[src/logic/xsecure_pkg.sv]
// ~~~~~~~~~~~~~~~~~~~~
// Dummy instruction insertion shared definitions
// Widths, encodings, CSR map, LFSR settings and bus types
// ~~~~~~~~~~~~~~~~~~~~

package xsecure_pkg;

  typedef logic [31:0] xlen_t;
  typedef logic [4:0]  reg_addr_t;
  typedef logic [11:0] csr_addr_t;
  typedef logic [3:0]  freq_t;

  localparam int NUM_LFSR = 3;

  // RV32 base opcodes used by the dummy instructions
  localparam logic [6:0] OPCODE_OP     = 7'b0110011;
  localparam logic [6:0] OPCODE_BRANCH = 7'b1100011;

  localparam logic [2:0] FUNCT3_ADD  = 3'b000;
  localparam logic [2:0] FUNCT3_AND  = 3'b111;
  localparam logic [2:0] FUNCT3_MUL  = 3'b000;
  localparam logic [2:0] FUNCT3_BLTU = 3'b110;

  // AND is encoded with the same funct7 as ADD
  localparam logic [6:0] FUNCT7_ADD = 7'b0000000;
  localparam logic [6:0] FUNCT7_MUL = 7'b0000001;

  localparam csr_addr_t CSR_CPUCTRL     = 12'hBF0;
  localparam csr_addr_t CSR_SECURESEED0 = 12'hBF9;
  localparam csr_addr_t CSR_SECURESEED1 = 12'hBFA;
  localparam csr_addr_t CSR_SECURESEED2 = 12'hBFC;

  localparam reg_addr_t REG_X0 = 5'd0;

  // Right-shifting Galois feedback mask, bit 31 closes the loop
  localparam xlen_t LFSR_TAPS = 32'h8000_0057;
  localparam xlen_t LFSR_DEFAULT_SEED [NUM_LFSR] = '{
    32'hAC3B_91E5,
    32'h5E2D_07C1,
    32'h9F13_64A7
  };

  localparam int CPUCTRL_DUMMY_EN_BIT = 2;
  localparam int CPUCTRL_FREQ_LSB     = 16;

  typedef struct packed {
    logic  enable;
    freq_t freq;
  } dummy_cfg_t;

  typedef struct packed {
    logic  we;
    xlen_t value;
  } seed_wr_t;

  typedef struct packed {
    logic [6:0] funct7;
    reg_addr_t  rs2;
    reg_addr_t  rs1;
    logic [2:0] funct3;
    reg_addr_t  rd;
    logic [6:0] opcode;
  } r_type_t;

  typedef struct packed {
    logic       imm12;
    logic [5:0] imm10_5;
    reg_addr_t  rs2;
    reg_addr_t  rs1;
    logic [2:0] funct3;
    logic [3:0] imm4_1;
    logic       imm11;
    logic [6:0] opcode;
  } b_type_t;

  // One instruction word, read as register-register or as branch
  typedef union packed {
    r_type_t r;
    b_type_t b;
  } instr_word_u;

  typedef struct packed {
    logic        valid;
    logic        dummy;
    instr_word_u instr;
    xlen_t       operand_a;
    xlen_t       operand_b;
  } issue_t;

  typedef enum logic [1:0] {
    DUMMY_ADD  = 2'd0,
    DUMMY_AND  = 2'd1,
    DUMMY_MUL  = 2'd2,
    DUMMY_BLTU = 2'd3
  } dummy_op_e;

endpackage

[src/logic/seed_csr_decode.sv]
// ~~~~~~~~~~~~~~~~~~~~
// Secure CSR decode
// Holds the dummy configuration and turns seed CSR writes
// into per-LFSR load strobes
// ~~~~~~~~~~~~~~~~~~~~

module seed_csr_decode #(
  parameter int NUM_LFSR = xsecure_pkg::NUM_LFSR
) (
  input  logic                    clk_i,
  input  logic                    rst_ni,
  input  logic                    csr_we,
  input  xsecure_pkg::csr_addr_t  csr_addr,
  input  xsecure_pkg::xlen_t      csr_wdata,
  output xsecure_pkg::dummy_cfg_t dummy_cfg,
  output xsecure_pkg::seed_wr_t   seed_wr [NUM_LFSR]
);

  // The seed registers are not contiguous in the CSR map
  localparam xsecure_pkg::csr_addr_t SEED_ADDR [xsecure_pkg::NUM_LFSR] = '{
    xsecure_pkg::CSR_SECURESEED0,
    xsecure_pkg::CSR_SECURESEED1,
    xsecure_pkg::CSR_SECURESEED2
  };

  logic cpuctrl_we;

  assign cpuctrl_we = csr_we && (csr_addr == xsecure_pkg::CSR_CPUCTRL);

  // Only the dummy enable and frequency fields of CPUCTRL live here
  always_ff @(posedge clk_i) begin
    if (!rst_ni) begin
      dummy_cfg <= '0;
    end else if (cpuctrl_we) begin
      dummy_cfg.enable <= csr_wdata[xsecure_pkg::CPUCTRL_DUMMY_EN_BIT];
      dummy_cfg.freq   <= csr_wdata[xsecure_pkg::CPUCTRL_FREQ_LSB +: $bits(xsecure_pkg::freq_t)];
    end
  end

  // A seed write reaches its LFSR in the same cycle as the CSR strobe
  for (genvar n = 0; n < NUM_LFSR; n++) begin : g_seed
    assign seed_wr[n] = '{
      we:    csr_we && (csr_addr == SEED_ADDR[n]),
      value: csr_wdata
    };
  end

endmodule

[src/logic/lfsr_unit.sv]
// ~~~~~~~~~~~~~~~~~~~~
// LFSR unit
// 32-bit Galois LFSR with seed load and lockup recovery
// ~~~~~~~~~~~~~~~~~~~~

module lfsr_unit #(
  parameter xsecure_pkg::xlen_t DEFAULT_SEED = 32'h0000_0001
) (
  input  logic                  clk_i,
  input  logic                  rst_ni,
  input  xsecure_pkg::seed_wr_t seed_wr,
  input  logic                  step,
  output xsecure_pkg::xlen_t    state
);

  xsecure_pkg::xlen_t step_value;
  xsecure_pkg::xlen_t load_value;
  logic               lockup;
  logic               update;

  // Shift right and fold the taps back in when a one falls out
  always_comb begin
    step_value = state >> 1;
    if (state[0]) begin
      step_value = step_value ^ xsecure_pkg::LFSR_TAPS;
    end
  end

  // A software seed wins over a step in the same cycle
  assign load_value = seed_wr.we ? seed_wr.value : step_value;
  assign update     = seed_wr.we || step;

  // An all-zero state would never leave zero again
  assign lockup = (load_value == '0);

  always_ff @(posedge clk_i) begin
    if (!rst_ni) begin
      state <= DEFAULT_SEED;
    end else if (update) begin
      if (lockup) begin
        state <= DEFAULT_SEED;
      end else begin
        state <= load_value;
      end
    end
  end

endmodule

[src/logic/dummy_instr_builder.sv]
// ~~~~~~~~~~~~~~~~~~~~
// Dummy instruction builder
// Forms a random ADD, AND, MUL or BLTU with its operands
// from the current LFSR states
// ~~~~~~~~~~~~~~~~~~~~

module dummy_instr_builder (
  input  xsecure_pkg::xlen_t  lfsr_state [xsecure_pkg::NUM_LFSR],
  output xsecure_pkg::issue_t dummy_issue
);

  xsecure_pkg::dummy_op_e   op;
  xsecure_pkg::reg_addr_t   rs1;
  xsecure_pkg::reg_addr_t   rs2;
  xsecure_pkg::instr_word_u instr;
  xsecure_pkg::xlen_t       operand_a;
  xsecure_pkg::xlen_t       operand_b;

  // LFSR0 picks the operation and both source registers
  assign op  = xsecure_pkg::dummy_op_e'(lfsr_state[0][1:0]);
  assign rs1 = lfsr_state[0][6:2];
  assign rs2 = lfsr_state[0][11:7];

  always_comb begin
    instr = '0;
    if (op == xsecure_pkg::DUMMY_BLTU) begin
      // Zero offset, so taken or not the branch lands on itself
      // and fetch carries on with the next real instruction
      instr.b.imm12   = 1'b0;
      instr.b.imm10_5 = '0;
      instr.b.rs2     = rs2;
      instr.b.rs1     = rs1;
      instr.b.funct3  = xsecure_pkg::FUNCT3_BLTU;
      instr.b.imm4_1  = '0;
      instr.b.imm11   = 1'b0;
      instr.b.opcode  = xsecure_pkg::OPCODE_BRANCH;
    end else begin
      instr.r.rs2    = rs2;
      instr.r.rs1    = rs1;
      instr.r.rd     = xsecure_pkg::REG_X0;
      instr.r.opcode = xsecure_pkg::OPCODE_OP;
      case (op)
        xsecure_pkg::DUMMY_AND: begin
          instr.r.funct7 = xsecure_pkg::FUNCT7_ADD;
          instr.r.funct3 = xsecure_pkg::FUNCT3_AND;
        end
        xsecure_pkg::DUMMY_MUL: begin
          instr.r.funct7 = xsecure_pkg::FUNCT7_MUL;
          instr.r.funct3 = xsecure_pkg::FUNCT3_MUL;
        end
        default: begin
          instr.r.funct7 = xsecure_pkg::FUNCT7_ADD;
          instr.r.funct3 = xsecure_pkg::FUNCT3_ADD;
        end
      endcase
    end
  end

  // x0 always reads zero, so the random data is dropped there
  always_comb begin
    operand_a = lfsr_state[1];
    operand_b = lfsr_state[2];
    if (rs1 == xsecure_pkg::REG_X0) begin
      operand_a = '0;
    end
    if (rs2 == xsecure_pkg::REG_X0) begin
      operand_b = '0;
    end
  end

  always_comb begin
    dummy_issue.valid     = 1'b1;
    dummy_issue.dummy     = 1'b1;
    dummy_issue.instr     = instr;
    dummy_issue.operand_a = operand_a;
    dummy_issue.operand_b = operand_b;
  end

endmodule

[src/logic/dummy_insert_ctrl.sv]
// ~~~~~~~~~~~~~~~~~~~~
// Dummy insertion control
// Counts issued instructions and merges dummies into the
// issue register ahead of the fetch stream
// ~~~~~~~~~~~~~~~~~~~~

module dummy_insert_ctrl (
  input  logic                    clk_i,
  input  logic                    rst_ni,
  input  xsecure_pkg::dummy_cfg_t dummy_cfg,
  input  logic                    allow_dummy,
  input  logic                    fetch_valid,
  input  xsecure_pkg::xlen_t      fetch_instr,
  input  logic                    issue_ready,
  input  xsecure_pkg::issue_t     dummy_issue,
  output logic                    fetch_ready,
  output logic                    lfsr_step,
  output xsecure_pkg::issue_t     issue
);

  logic [6:0]          interval;
  logic [6:0]          instr_count;
  logic                dummy_due;
  logic                insert_dummy;
  logic                fetch_fire;
  logic                issue_valid_q;
  xsecure_pkg::issue_t issue_next;
  xsecure_pkg::issue_t issue_q;

  // Frequency bands double the interval from 4 up to 64
  always_comb begin
    if (dummy_cfg.freq[3]) begin
      interval = 7'd64;
    end else if (dummy_cfg.freq[2]) begin
      interval = 7'd32;
    end else if (dummy_cfg.freq[1]) begin
      interval = 7'd16;
    end else if (dummy_cfg.freq[0]) begin
      interval = 7'd8;
    end else begin
      interval = 7'd4;
    end
  end

  assign dummy_due    = dummy_cfg.enable && allow_dummy && (instr_count >= interval);
  assign insert_dummy = dummy_due && issue_ready;
  assign fetch_ready  = issue_ready && !dummy_due;
  assign fetch_fire   = fetch_valid && fetch_ready;
  assign lfsr_step    = insert_dummy;

  // Saturates so a long allow_dummy gap cannot wrap the count
  always_ff @(posedge clk_i) begin
    if (!rst_ni) begin
      instr_count <= '0;
    end else if (!dummy_cfg.enable || insert_dummy) begin
      instr_count <= '0;
    end else if (fetch_fire && (instr_count != '1)) begin
      instr_count <= instr_count + 7'd1;
    end
  end

  always_comb begin
    issue_next           = '0;
    issue_next.instr     = fetch_instr;
    if (insert_dummy) begin
      issue_next = dummy_issue;
    end else if (fetch_fire) begin
      issue_next.valid = 1'b1;
    end
  end

  always_ff @(posedge clk_i) begin
    if (!rst_ni) begin
      issue_valid_q <= 1'b0;
    end else if (issue_ready) begin
      issue_valid_q <= issue_next.valid;
    end
  end

  always_ff @(posedge clk_i) begin
    if (issue_ready) begin
      issue_q <= issue_next;
    end
  end

  always_comb begin
    issue       = issue_q;
    issue.valid = issue_valid_q;
  end

endmodule

[src/logic/dummy_insert_top.sv]
// ~~~~~~~~~~~~~~~~~~~~
// Dummy insertion top
// Connects CSR decode, the LFSR bank, the builder and the
// issue control
// ~~~~~~~~~~~~~~~~~~~~

module dummy_insert_top #(
  parameter int NUM_LFSR = xsecure_pkg::NUM_LFSR
) (
  input  logic                   clk_i,
  input  logic                   rst_ni,
  input  logic                   csr_we,
  input  xsecure_pkg::csr_addr_t csr_addr,
  input  xsecure_pkg::xlen_t     csr_wdata,
  input  logic                   allow_dummy,
  input  logic                   fetch_valid,
  input  xsecure_pkg::xlen_t     fetch_instr,
  input  logic                   issue_ready,
  output logic                   fetch_ready,
  output xsecure_pkg::issue_t    issue
);

  xsecure_pkg::dummy_cfg_t dummy_cfg;
  xsecure_pkg::seed_wr_t   seed_wr [NUM_LFSR];
  xsecure_pkg::xlen_t      lfsr_state [NUM_LFSR];
  xsecure_pkg::issue_t     dummy_issue;
  logic                    lfsr_step;

  seed_csr_decode #(
    .NUM_LFSR (NUM_LFSR)
  ) u_seed_csr_decode (
    .clk_i     (clk_i),
    .rst_ni    (rst_ni),
    .csr_we    (csr_we),
    .csr_addr  (csr_addr),
    .csr_wdata (csr_wdata),
    .dummy_cfg (dummy_cfg),
    .seed_wr   (seed_wr)
  );

  // All LFSRs step together, each from its own default seed
  for (genvar g = 0; g < NUM_LFSR; g++) begin : g_lfsr
    lfsr_unit #(
      .DEFAULT_SEED (xsecure_pkg::LFSR_DEFAULT_SEED[g])
    ) u_lfsr_unit (
      .clk_i   (clk_i),
      .rst_ni  (rst_ni),
      .seed_wr (seed_wr[g]),
      .step    (lfsr_step),
      .state   (lfsr_state[g])
    );
  end

  dummy_instr_builder u_dummy_instr_builder (
    .lfsr_state  (lfsr_state),
    .dummy_issue (dummy_issue)
  );

  dummy_insert_ctrl u_dummy_insert_ctrl (
    .clk_i       (clk_i),
    .rst_ni      (rst_ni),
    .dummy_cfg   (dummy_cfg),
    .allow_dummy (allow_dummy),
    .fetch_valid (fetch_valid),
    .fetch_instr (fetch_instr),
    .issue_ready (issue_ready),
    .dummy_issue (dummy_issue),
    .fetch_ready (fetch_ready),
    .lfsr_step   (lfsr_step),
    .issue       (issue)
  );

endmodule

[config.mk]
export PLATFORM = sky130hd
export DESIGN_NAME = dummy_insert_top
export DESIGN_NICKNAME = d
export VERILOG_FILES = /design/src/logic/xsecure_pkg.sv /design/src/logic/seed_csr_decode.sv /design/src/logic/lfsr_unit.sv /design/src/logic/dummy_instr_builder.sv /design/src/logic/dummy_insert_ctrl.sv /design/src/logic/dummy_insert_top.sv
export SDC_FILE = /design/constraint.sdc
export NUM_CORES = 1
export LEC_CHECK = 0
export ABC_AREA = 1
export BUFFER_PORTS_ARGS = -buffer_cell sky130_fd_sc_hd__buf_4
export CAP_MARGIN = 20
export CELL_PAD_IN_SITES_DETAIL_PLACEMENT = 0
export CELL_PAD_IN_SITES_GLOBAL_PLACEMENT = 1
export CORE_MARGIN = 2
export CORE_UTILIZATION = 41
export DETAILED_ROUTE_END_ITERATION = 10
export PLACE_DENSITY = 0.88
export REMOVE_ABC_BUFFERS = 1
export SYNTH_ARGS = -nofsm -noshare
export SYNTH_HDL_FRONTEND = slang
export SYNTH_SLANG_ARGS = --single-unit
[constraint.sdc]
create_clock -name clk_i -period 3.3 [get_ports clk_i]
set_input_delay 0.825 -clock clk_i [delete_from_list [all_inputs] [get_ports clk_i]]
set_output_delay 0.825 -clock clk_i [all_outputs]
set_load 0.01 [all_outputs]
==> impl_results.md, run 1 <==
* Post-synthesis async set-or-reset flop share at 0%
* Top-level I/O count at 181
* Clk pin slew, worst setup/hold paths at 0.07 ns
* Placed Cells at 1,807
* Cell Pwr Density at 470 mW/mm2
* I/O Buffers at 180
* DR vias/cell at 4.82
* CP Cell Sequence: nor4_1, ha_1, nand2_1, nand2_1, a21oi_1, o21ai_0, nand3_1, nand2_1, inv_1, buf_4
* Synth Area per Inst at 7.49 um2
* P&R area growth vs syn at 24.8%
* Die Ht at 161 um
* Worst Setup End Kind: output pin
* Hold buffers post-CTS at 0
* Core Region at 0.0243 mm2
* Mux cell area share after synthesis at 0%
* Routed Antenna Nets at 0
* Avg WL per Cell at 14.9 um
* Worst path most repeated cell: nand2_1
* Adder-Cell Fraction of Synth Area at 1.24%
* Initial drt markers at 751
* Residual DRC count at 0
* Delay-heaviest family, CP: simple AND/OR/NAND/NOR gates
* Normalized max-slew margin at 53.0%
* Critical path data required time at 2.47 ns
* Share of layout cells above drive strength 1 at 17.2%
* Compound-cell area share of the yosys netlist at 11.0%
* Cell count after synthesis at 1,353
* Min Hold Slack at 0.492 ns
* Die area at 0.0260 mm2
* Main combinational cell family by area after synthesis: simple AND/OR/NAND/NOR gates
* Buffer count from post-CTS setup fixing at 0
* Unrepaired setup endpoints after global routing: false
* Cell variety after synth at 35
* 1st-pass router iterations at 5
* Tmin final at 3.00 ns
* Routed wire length at 27,500 um
* Row Count at 57
* Worst Setup Start Kind: register
* Starting Density at 41.6%
* Leakage at 6.43 nW
* Maximum clock insertion buffer count at 3
* Root Driver: clkbuf_16
* Yosys Warn Count at 0
* Post-synthesis register bit count at 206
* Global-route wire length before repair at 43,200 um
* CP arrival at 2.17 ns
* Post-synth top flop: dfxtp_1
* Achievable Freq at 0.334 GHz
* N_diodes at 0
* Final HPWL from detailed placement at 19,100 um
* Final Non-Filler Cells at 1,850
* Number of gates resized after cts at 0
* Critical path peak fanout at 4
* Worst vdd ir at 0.000307 V
* Slew of the pin with the lowest slew margin at 0.702 ns
* Part of the cycle the worst path needs at 90.8%
* Total CTS buffers at 24
* Final setup vio count at 0
* Vias in the first global route at 8,260
* Gr ovfl total at 0
* Final Cell Area at 0.0126 mm2
* # Max-Cap Violations at 0
* Post-synthesis sequential area ratio at 50.3%
* Worst Path Buf+Inv at 2
* Worst Setup Path Type: register to output pin
* Hold Path Class: register to register
* Routed vias at 8,909
* Final hold vios at 0
* Synthesized cell area at 0.0101 mm2
* CP max stage cell: dfxtp_1
* Placed inst area at 0.0118 mm2
* Latest clock arrival within the worst-skew pair at 0.52 ns
* XOR/XNOR share of the synthesized area at 1.12%
* Post-Synth Simple-Gate Area at 25.3%
* Gr usage total at 20.6%
* GP Congestion at 0.858
* TritonCTS clock tree: built
* TNS Setup at 0 ns
* Overall Power at 5.95 mW
* Clk_skew at 0.0203 ns
* Critical path's largest stage delay at 0.34 ns
* Count of flip-flops with a built-in enable after synthesis at 97
* Clock Sinks at 206
* H-tree depth at 1
* Pin count of the biggest net entering global routing at 68
* Nets at 1,601
* Status: finished, final reports clean
* Max-slew violations at 0
* Antenna violations before repair at 1
* Horiz. Die Dim at 161 um
[power by group]
part,switching (mW),internal [mW]
registers,0.0176,2.73
clock network,1.07,1.80
logic,0.174,0.155
[worst min-delay path: stages, from the launching register on]
cell and delay [ns]:
dfxtp_1 0.33, inv_1 0.06, a21oi_1 0.05
[cell type report]
type                            instances  area, um2
Multi-Input combinational cell        865       3920
Sequential cell                       206       5090
Clock buffer                           31        658
Clock inverter                         12        195
Inverter                              210        788
Fill cell                            2428      11700
Tap cell                              324        405
Timing Repair Buffer                  202       1580
[routing by layer]
metal | global-route usage [%] | share of wire (%)
met1 | 28.7 | 46
met2 | 34.4 | 46
met3 | 3.13 | 6.5
met4 | 4.18 | 1.6
met5 | 0 | 0
[logic make-up (layout without fill, tap and decap cells)]
family,count (synthesis),count (layout)
buffers and inverters,282,455
xor gates and xnor gates,13,13
AOI/OAI and AO/OA,214,214
adders and majority gates,10,10
and+or+nand+nor,628,628
DFF,206,206
[cell usage after synthesis, types with 6 or more instances]
| cell type | n | area, um2 |
|---|---|---|
| dfxtp_1 | 109 | 2180 |
| o21ai_0 | 136 | 681 |
| xnor2_1 | 6 | 52.6 |
| ha_1 | 10 | 125 |
| buf_2 | 24 | 120 |
| xor2_1 | 7 | 61.3 |
| nand2_1 | 421 | 1580 |
| o21ai_1 | 7 | 35.0 |
| nand4_1 | 6 | 37.5 |
| inv_1 | 209 | 785 |
| nor2_1 | 103 | 387 |
| a21oi_1 | 56 | 280 |
| o21ai_2 | 7 | 61.3 |
| nand3_1 | 74 | 370 |
| edfxtp_1 | 97 | 2910 |
| clkbuf_1 | 40 | 150 |
[flip-flops by register name, indices dropped and copies added, names as in the netlist]
signal / cells
g_lfsr.u_lfsr_unit.state: 96
u_dummy_insert_ctrl.instr_count: 7
u_dummy_insert_ctrl.issue: 97
u_dummy_insert_ctrl.issue_valid_q: 1
u_seed_csr_decode.dummy_cfg: 5
[cells in the final DEF (no fill, tap or decap), drive strengths merged]
cell      netlist  final
nor4            3      3
dfxtp         109    109
o21a            2      2
ha             10     10
xor2            7      7
clkbuf         40     31
a31oi           3      3
clkinv          0      4
nand4           6      6
or2             3      3
inv           210    211
nor2          108    108
bufinv          0      5
buf            32    202
xnor2           6      6
nand3          78     78
clkinvlp        0      2
nand3b          5      5
edfxtp         97     97
a21o            1      1
o221ai          1      1
a21oi          56     56
nor3b           1      1
a211oi          1      1
o21ai         150    150
nand2         423    423
nor3            1      1
[final timing paths]
check | start | to | slack [ns] | cells after the start
worst max-delay path | u_seed_csr_decode.dummy_cfg[3]$_SDFFE_PN0P_ | fetch_ready | 0.30 | 10
worst min register to register | u_dummy_insert_ctrl.instr_count[6]$_SDFFE_PP0P_ | u_dummy_insert_ctrl.instr_count[6]$_SDFFE_PP0P_ | 0.49 | 2
worst min-delay path | u_dummy_insert_ctrl.instr_count[6]$_SDFFE_PP0P_ | u_dummy_insert_ctrl.instr_count[6]$_SDFFE_PP0P_ | 0.49 | 2
worst max register to register | u_seed_csr_decode.dummy_cfg[3]$_SDFFE_PN0P_ | g_lfsr[2].u_lfsr_unit.state[22]$_SDFFE_PN0P_ | 0.66 | 12
[per-stage QoR]
stage                     util [%]  worst slack [ns]
after CTS                     52.0             0.300
final                         52.0             0.302
after floorplan                  -            -0.412
after global routing          52.0             0.147
after detailed placement      48.5            0.0928
after global placement        48.5            0.0674
Note: power is estimated with default switching activity, not from simulation.
==> inputs of run 2 (changes only) <==
CTS_BUF_LIST = sky130_fd_sc_hd__clkbuf_16   (was unset)
==> impl_results.md, run 2 (synthesis results as in run 1) <==
* Overall Power at 5.91 mW (-0.64%)
* Achievable Freq at 0.334 GHz (about the same)
* Met3 GRT Util at 3.13% (unchanged)
* Initial drt markers at 744 (-0.93%)
* Critical path data required time at 2.47 ns (about the same)
* Nets at 1,601 (unchanged)
* Clk pin slew, worst setup/hold paths at 0.07 ns (about the same)
* Die Ht at 161 um (unchanged)
* P&R area growth vs syn at 24.7% (about the same)
* Post-route setup slack at 0.303 ns (+0.000340 ns)
* Worst R2R Start: u_seed_csr_decode.dummy_cfg[3]$_SDFFE_PN0P_
* Pre-CTS WS at 0.0928 ns (unchanged)
* Core Region at 0.0243 mm2 (unchanged)
* R2r endpoint: g_lfsr[2].u_lfsr_unit.state[22]$_SDFFE_PN0P_
* I/O Buffers at 180 (unchanged)
* Status: finished, final reports clean
* CP max stage cell: dfxtp_1
* Residual DRC count at 0 (unchanged)
* M1 GR Usage at 28.7% (unchanged)
* Max reg flops at 97 (unchanged)
* CP Cell Sequence: nor4_1, ha_1, nand2_1, nand2_1, a21oi_1, o21ai_0, nand3_1, nand2_1, inv_1, buf_4
* Critical path's largest stage delay at 0.34 ns (about the same)
* Filler cell count at 2,429 (+0.041%)
* N_diodes at 0 (unchanged)
* Cells on worst reg2reg path at 12 (unchanged)
* Most common cell after layout, fill and taps aside: nand2_1
* Starting Density at 41.6% (unchanged)
* Slew of the pin with the lowest slew margin at 0.712 ns (+0.0103 ns)
* Register area at 0.00509 mm2 (unchanged)
* Horiz. Die Dim at 161 um (unchanged)
* Final setup vio count at 0 (unchanged)
* Global-route wire length before repair at 43,200 um (unchanged)
* H-tree depth at 1 (unchanged)
* Final Non-Filler Cells at 1,850 (unchanged)
* Clk_skew at 0.0198 ns (-0.000505 ns)
* Worst Setup Start Kind: register
* Avg WL per Cell at 14.9 um (+0.12%)
* GR Layer Usage met2 at 34.4% (unchanged)
* Hold Path Sink: u_dummy_insert_ctrl.instr_count[6]$_SDFFE_PP0P_
* Worst path most repeated cell: nand2_1
* Delay-heaviest family, CP: simple AND/OR/NAND/NOR gates
* Root Driver: clkbuf_16
* Top-level I/O count at 181 (unchanged)
* Row Count at 57 (unchanged)
* Max-slew violations at 0 (unchanged)
* Gr usage total at 20.6% (unchanged)
* Normalized max-slew margin at 52.4% (-0.69 points)
* Routed wire length at 27,600 um (+0.12%)
* Maximum clock insertion buffer count at 3 (unchanged)
* Pin count of the biggest net entering global routing at 68 (unchanged)
* Die area at 0.0260 mm2 (unchanged)
* Vias in the first global route at 8,260 (unchanged)
* 1st-pass router iterations at 5 (unchanged)
* Launch point of the worst hold path: u_dummy_insert_ctrl.instr_count[6]$_SDFFE_PP0P_
* Number of gates resized after cts at 0 (unchanged)
* Commonest non-fill, non-tap cells in the layout: nand2_1, inv_1, buf_4
* Multi-input gate area at 0.00392 mm2 (unchanged)
* Tmin final at 3.00 ns (-0.000340 ns)
* Leakage at 6.45 nW (+0.23%)
* Worst vdd ir at 0.000307 V (about the same)
* Hold depth at 2 (unchanged)
* Share of layout cells above drive strength 1 at 17.2% (-0.066 points)
* GRT Max-Usage Layer: met2
* Total CTS buffers at 24 (unchanged)
* # Max-Cap Violations at 0 (unchanged)
* Placed Cells at 1,807 (unchanged)
* Final hold vios at 0 (unchanged)
* Cell Pwr Density at 468 mW/mm2 (-0.56%)
* Worst Path Buf+Inv at 2 (unchanged)
* Buffer count from post-CTS setup fixing at 0 (unchanged)
* Min Hold Slack at 0.493 ns (+0.000483 ns)
* GP Congestion at 0.858 (unchanged)
* Hold buffers post-CTS at 0 (unchanged)
* Unrepaired setup endpoints after global routing: false
* Core Util, Final at 52.0% (about the same)
* Reg2reg setup slack at 0.66 ns (about the same)
* Antenna violations before repair at 1 (unchanged)
* Final HPWL from detailed placement at 19,100 um (unchanged)
* Clock Sinks at 206 (unchanged)
* Gr ovfl total at 0 (unchanged)
* Part of the cycle the worst path needs at 90.8% (about the same)
* Hold Path Class: register to register
* Critical path peak fanout at 4 (unchanged)
* Routed vias at 8,937 (+0.31%)
* Worst Setup End Kind: output pin
* DR vias/cell at 4.83 (+0.31%)
* Worst Setup Path Type: register to output pin
* Latest clock arrival within the worst-skew pair at 0.52 ns (about the same)
* Routed Antenna Nets at 0 (unchanged)
* CP arrival at 2.17 ns (about the same)
* TritonCTS clock tree: built
==> run 2: metal layers <==
metal | part of all wire (%) | wire length, um
met1 | 46 | 12600
met2 | 46 | 12800
met3 | 6.3 | 1730
met4 | 1.6 | 430
met5 | 0 | 0
==> run 2: where the power goes <==
| part | leakage (nW) | switching (mW) | internal (mW) |
|---|---|---|---|
| logic | 4.16 | 0.174 | 0.155 |
| registers | 1.86 | 0.0176 | 2.73 |
| clock network | 0.423 | 1.07 | 1.76 |
==> run 2: final cells by class <==
cell class | count | share of cell area, %
clock buffers | 25 | 4.95
clock inverters | 18 | 1.72
inverters | 210 | 6.24
multi-input cells | 865 | 31.1
flip-flops and latches | 206 | 40.3
well taps | 324 | 3.21
repair buffers | 202 | 12.5
==> run 2: worst max-delay path by stage <==
stage	end	from	slack (ns)	depth (start not counted)
final	fetch_ready	u_seed_csr_decode.dummy_cfg[3]$_SDFFE_PN0P_	0.30	10
after global routing	fetch_ready	u_seed_csr_decode.dummy_cfg[3]$_SDFFE_PN0P_	0.15	10
after CTS	fetch_ready	u_seed_csr_decode.dummy_cfg[3]$_SDFFE_PN0P_	0.30	10
after detailed placement	g_lfsr[2].u_lfsr_unit.state[5]$_SDFFE_PN1P_	csr_addr[5]	0.09	14
after global placement	g_lfsr[2].u_lfsr_unit.state[5]$_SDFFE_PN1P_	csr_addr[5]	0.07	14
after floorplan	g_lfsr[1].u_lfsr_unit.state[0]$_SDFFE_PN1P_	csr_addr[2]	-0.41	8
==> run 2: worst register-to-register path: cells and delay by family (launching register included) <==
family	cells	cell delay, ns
buffers and inverters	2	0.61
and+or+nand+nor	5	0.71
DFF	1	0.34
AOI/OAI and AO/OA	4	0.57
adders and majority gates	1	0.28
==> run 2: stage by stage <==
step	area (um2)	TNS [ns]
after floorplan	9790	-36.19
after global placement	11800	0
after detailed placement	11800	0
after CTS	12600	0
after global routing	12600	0
final	12600	0
==> inputs of run 3 (changes only) <==
--- a/config.mk
+++ b/config.mk
@@ -20,2 +20,3 @@
 export SYNTH_HDL_FRONTEND = slang
 export SYNTH_SLANG_ARGS = --single-unit
+export TNS_END_PERCENT = 30
==> constraint.sdc (replaced) <==
create_clock -name clk_i -period 3.3 [get_ports clk_i]
set_input_delay 0.495 -clock clk_i [delete_from_list [all_inputs] [get_ports clk_i]]
set_output_delay 0.495 -clock clk_i [all_outputs]
set_load 0.01 [all_outputs]
==> impl_results.md, run 3 (synthesis results as in run 1) <==
* Status: finished, final reports clean
* Nets at 1,598 (-0.19%)
* Residual DRC count at 0 (unchanged)
* 1st-pass router iterations at 7 (+2)
* Routed vias at 8,928 (-0.10%)
* Worst vdd ir at 0.000289 V (-5.9%)
* Part of the cycle the worst path needs at 80.3% (-10 points)
* Normalized max-slew margin at 47.2% (-5.2 points)
* Worst Setup Path Type: register to register
* Most common cell after layout, fill and taps aside: nand2_1
* CP arrival at 3.01 ns (+0.84 ns)
* I/O Buffers at 180 (unchanged)
* Hold Path Class: input port to register
* N_diodes at 0 (unchanged)
* Routed Antenna Nets at 0 (unchanged)
* Die area at 0.0260 mm2 (unchanged)
* Max reg flops at 97 (unchanged)
* Routed wire length at 27,800 um (+0.71%)
* Leakage at 6.41 nW (-0.64%)
* Root Driver: clkbuf_16
* Clk pin slew, worst setup/hold paths at 0.06 ns (about the same)
* Buffer count from post-CTS setup fixing at 0 (unchanged)
* Vias in the first global route at 8,513 (+3.1%)
* Cell Pwr Density at 459 mW/mm2 (-2.0%)
* Commonest non-fill, non-tap cells in the layout: nand2_1, inv_1, buf_4
* Die Ht at 161 um (unchanged)
* Gr usage total at 21.2% (+0.55 points)
* P&R area growth vs syn at 23.7%
* Critical path data required time at 3.66 ns (+1.19 ns)
* Hold buffers post-CTS at 0 (unchanged)
* Clock Sinks at 206 (unchanged)
* Antenna violations before repair at 0 (-1)
* Pin count of the biggest net entering global routing at 69 (+1.5%)
* Filler cell count at 2,372 (-2.3%)
* Worst Setup End Kind: register
* Row Count at 57 (unchanged)
* Worst Setup Start Kind: register
* Starting Density at 41.6% (unchanged)
* Min Hold Slack at 0.237 ns (-0.256 ns)
* Final hold vios at 0 (unchanged)
* Global-route wire length before repair at 44,300 um (+2.7%)
* Clk_skew at 0.0124 ns (-0.00745 ns)
* Initial drt markers at 937 (+26%)
* Final setup vio count at 0 (unchanged)
* Max-slew violations at 0 (unchanged)
* Horiz. Die Dim at 161 um (unchanged)
* Core Util, Final at 51.5% (-0.43 points)
* Maximum clock insertion buffer count at 3 (unchanged)
* Core Region at 0.0243 mm2 (unchanged)
* Critical path peak fanout at 32 (+28)
* Avg WL per Cell at 15.0 um (+0.82%)
* Achievable Freq at 0.377 GHz (+13%)
* TritonCTS clock tree: built
* Final HPWL from detailed placement at 19,100 um (about the same)
* Top-level I/O count at 181 (unchanged)
* Gr ovfl total at 0 (unchanged)
* Number of gates resized after cts at 0 (unchanged)
* Total CTS buffers at 24 (unchanged)
* Tmin final at 2.65 ns (-0.346 ns)
* DR vias/cell at 4.83 (about the same)
* Latest clock arrival within the worst-skew pair at 0.52 ns (about the same)
* # Max-Cap Violations at 0 (unchanged)
* Share of layout cells above drive strength 1 at 16.9% (-0.24 points)
* Slew of the pin with the lowest slew margin at 0.793 ns (+0.0807 ns)
* GP Congestion at 0.823 (-4.0%)
* Unrepaired setup endpoints after global routing: false
* H-tree depth at 1 (unchanged)
==> run 3: changes by cell type in the layout (fill, tap and decap cells not counted) <==
cell	before	now
bufinv_16	5	3
buf_4	197	196
inv_6	1	0
buf_12	5	3
clkinv_2	1	5
clkinvlp_4	2	1
clkinv_1	3	5
clkinv_4	1	0
==> run 3: cell type report <==
cell class                 instances  area, um2  share of cell area (%)
sequential                       206       5090                    40.7
multi-input combinational        865       3920                    31.3
timing repair buffer             199       1530                    12.2
inverter                         210        788                    6.29
clock buffer                      25        626                    4.99
tap                              324        405                    3.24
clock inverter                    19        160                    1.28
==> run 3: critical path, cell delays in order (launching register included) <==
cell	delay, ns
dfxtp_1	0.33
nor4_1	0.29
ha_1	0.17
nand2_1	0.04
nand2_1	0.05
a21oi_1	0.05
o21ai_0	0.22
nand4_1	0.37
inv_1	0.44
o21ai_2	0.09
buf_4	0.24
nor2_1	0.17
==> run 3: final timing paths <==
kind,end,slack (ns),startpoint,depth (start not counted)
hold reg to reg,u_dummy_insert_ctrl.instr_count[6]$_SDFFE_PP0P_,0.48,u_dummy_insert_ctrl.instr_count[6]$_SDFFE_PP0P_,2
setup / recovery,u_dummy_insert_ctrl.issue[53]$_SDFFCE_PP0P_,0.65,u_seed_csr_decode.dummy_cfg[3]$_SDFFE_PN0P_,11
hold / removal,u_dummy_insert_ctrl.issue[66]$_SDFFCE_PP0P_,0.24,fetch_instr[2],3
setup reg to reg,u_dummy_insert_ctrl.issue[53]$_SDFFCE_PP0P_,0.65,u_seed_csr_decode.dummy_cfg[3]$_SDFFE_PN0P_,11
==> run 3: where the power goes <==
part	internal [mW]	switching, mW
registers	2.73	0.0172
logic	0.155	0.177
clock network	1.60	1.07
==> run 3: layer usage <==
| metal | GRT usage [%] | routed length (um) |
|---|---|---|
| met5 | 0 | 0 |
| met4 | 5.80 | 660 |
| met3 | 3.54 | 1840 |
| met2 | 34.9 | 12800 |
| met1 | 29.0 | 12500 |
==> run 3: through the flow <==
stage | setup slack (ns) | setup TNS [ns] | power (mW) | cells | area (um2)
finish | 0.649 | 0 | 5.75 | 1848 | 12500
global route | 0.418 | 0 | 5.93 | 1848 | 12500
CTS | 0.610 | 0 | 5.80 | 1848 | 12500
detailed placement | 0.477 | 0 | 3.14 | 1804 | 11700
global placement | 0.471 | 0 | 3.14 | 1804 | 11700
floorplan | -0.305 | -30.03 | 2.88 | 1281 | 9790
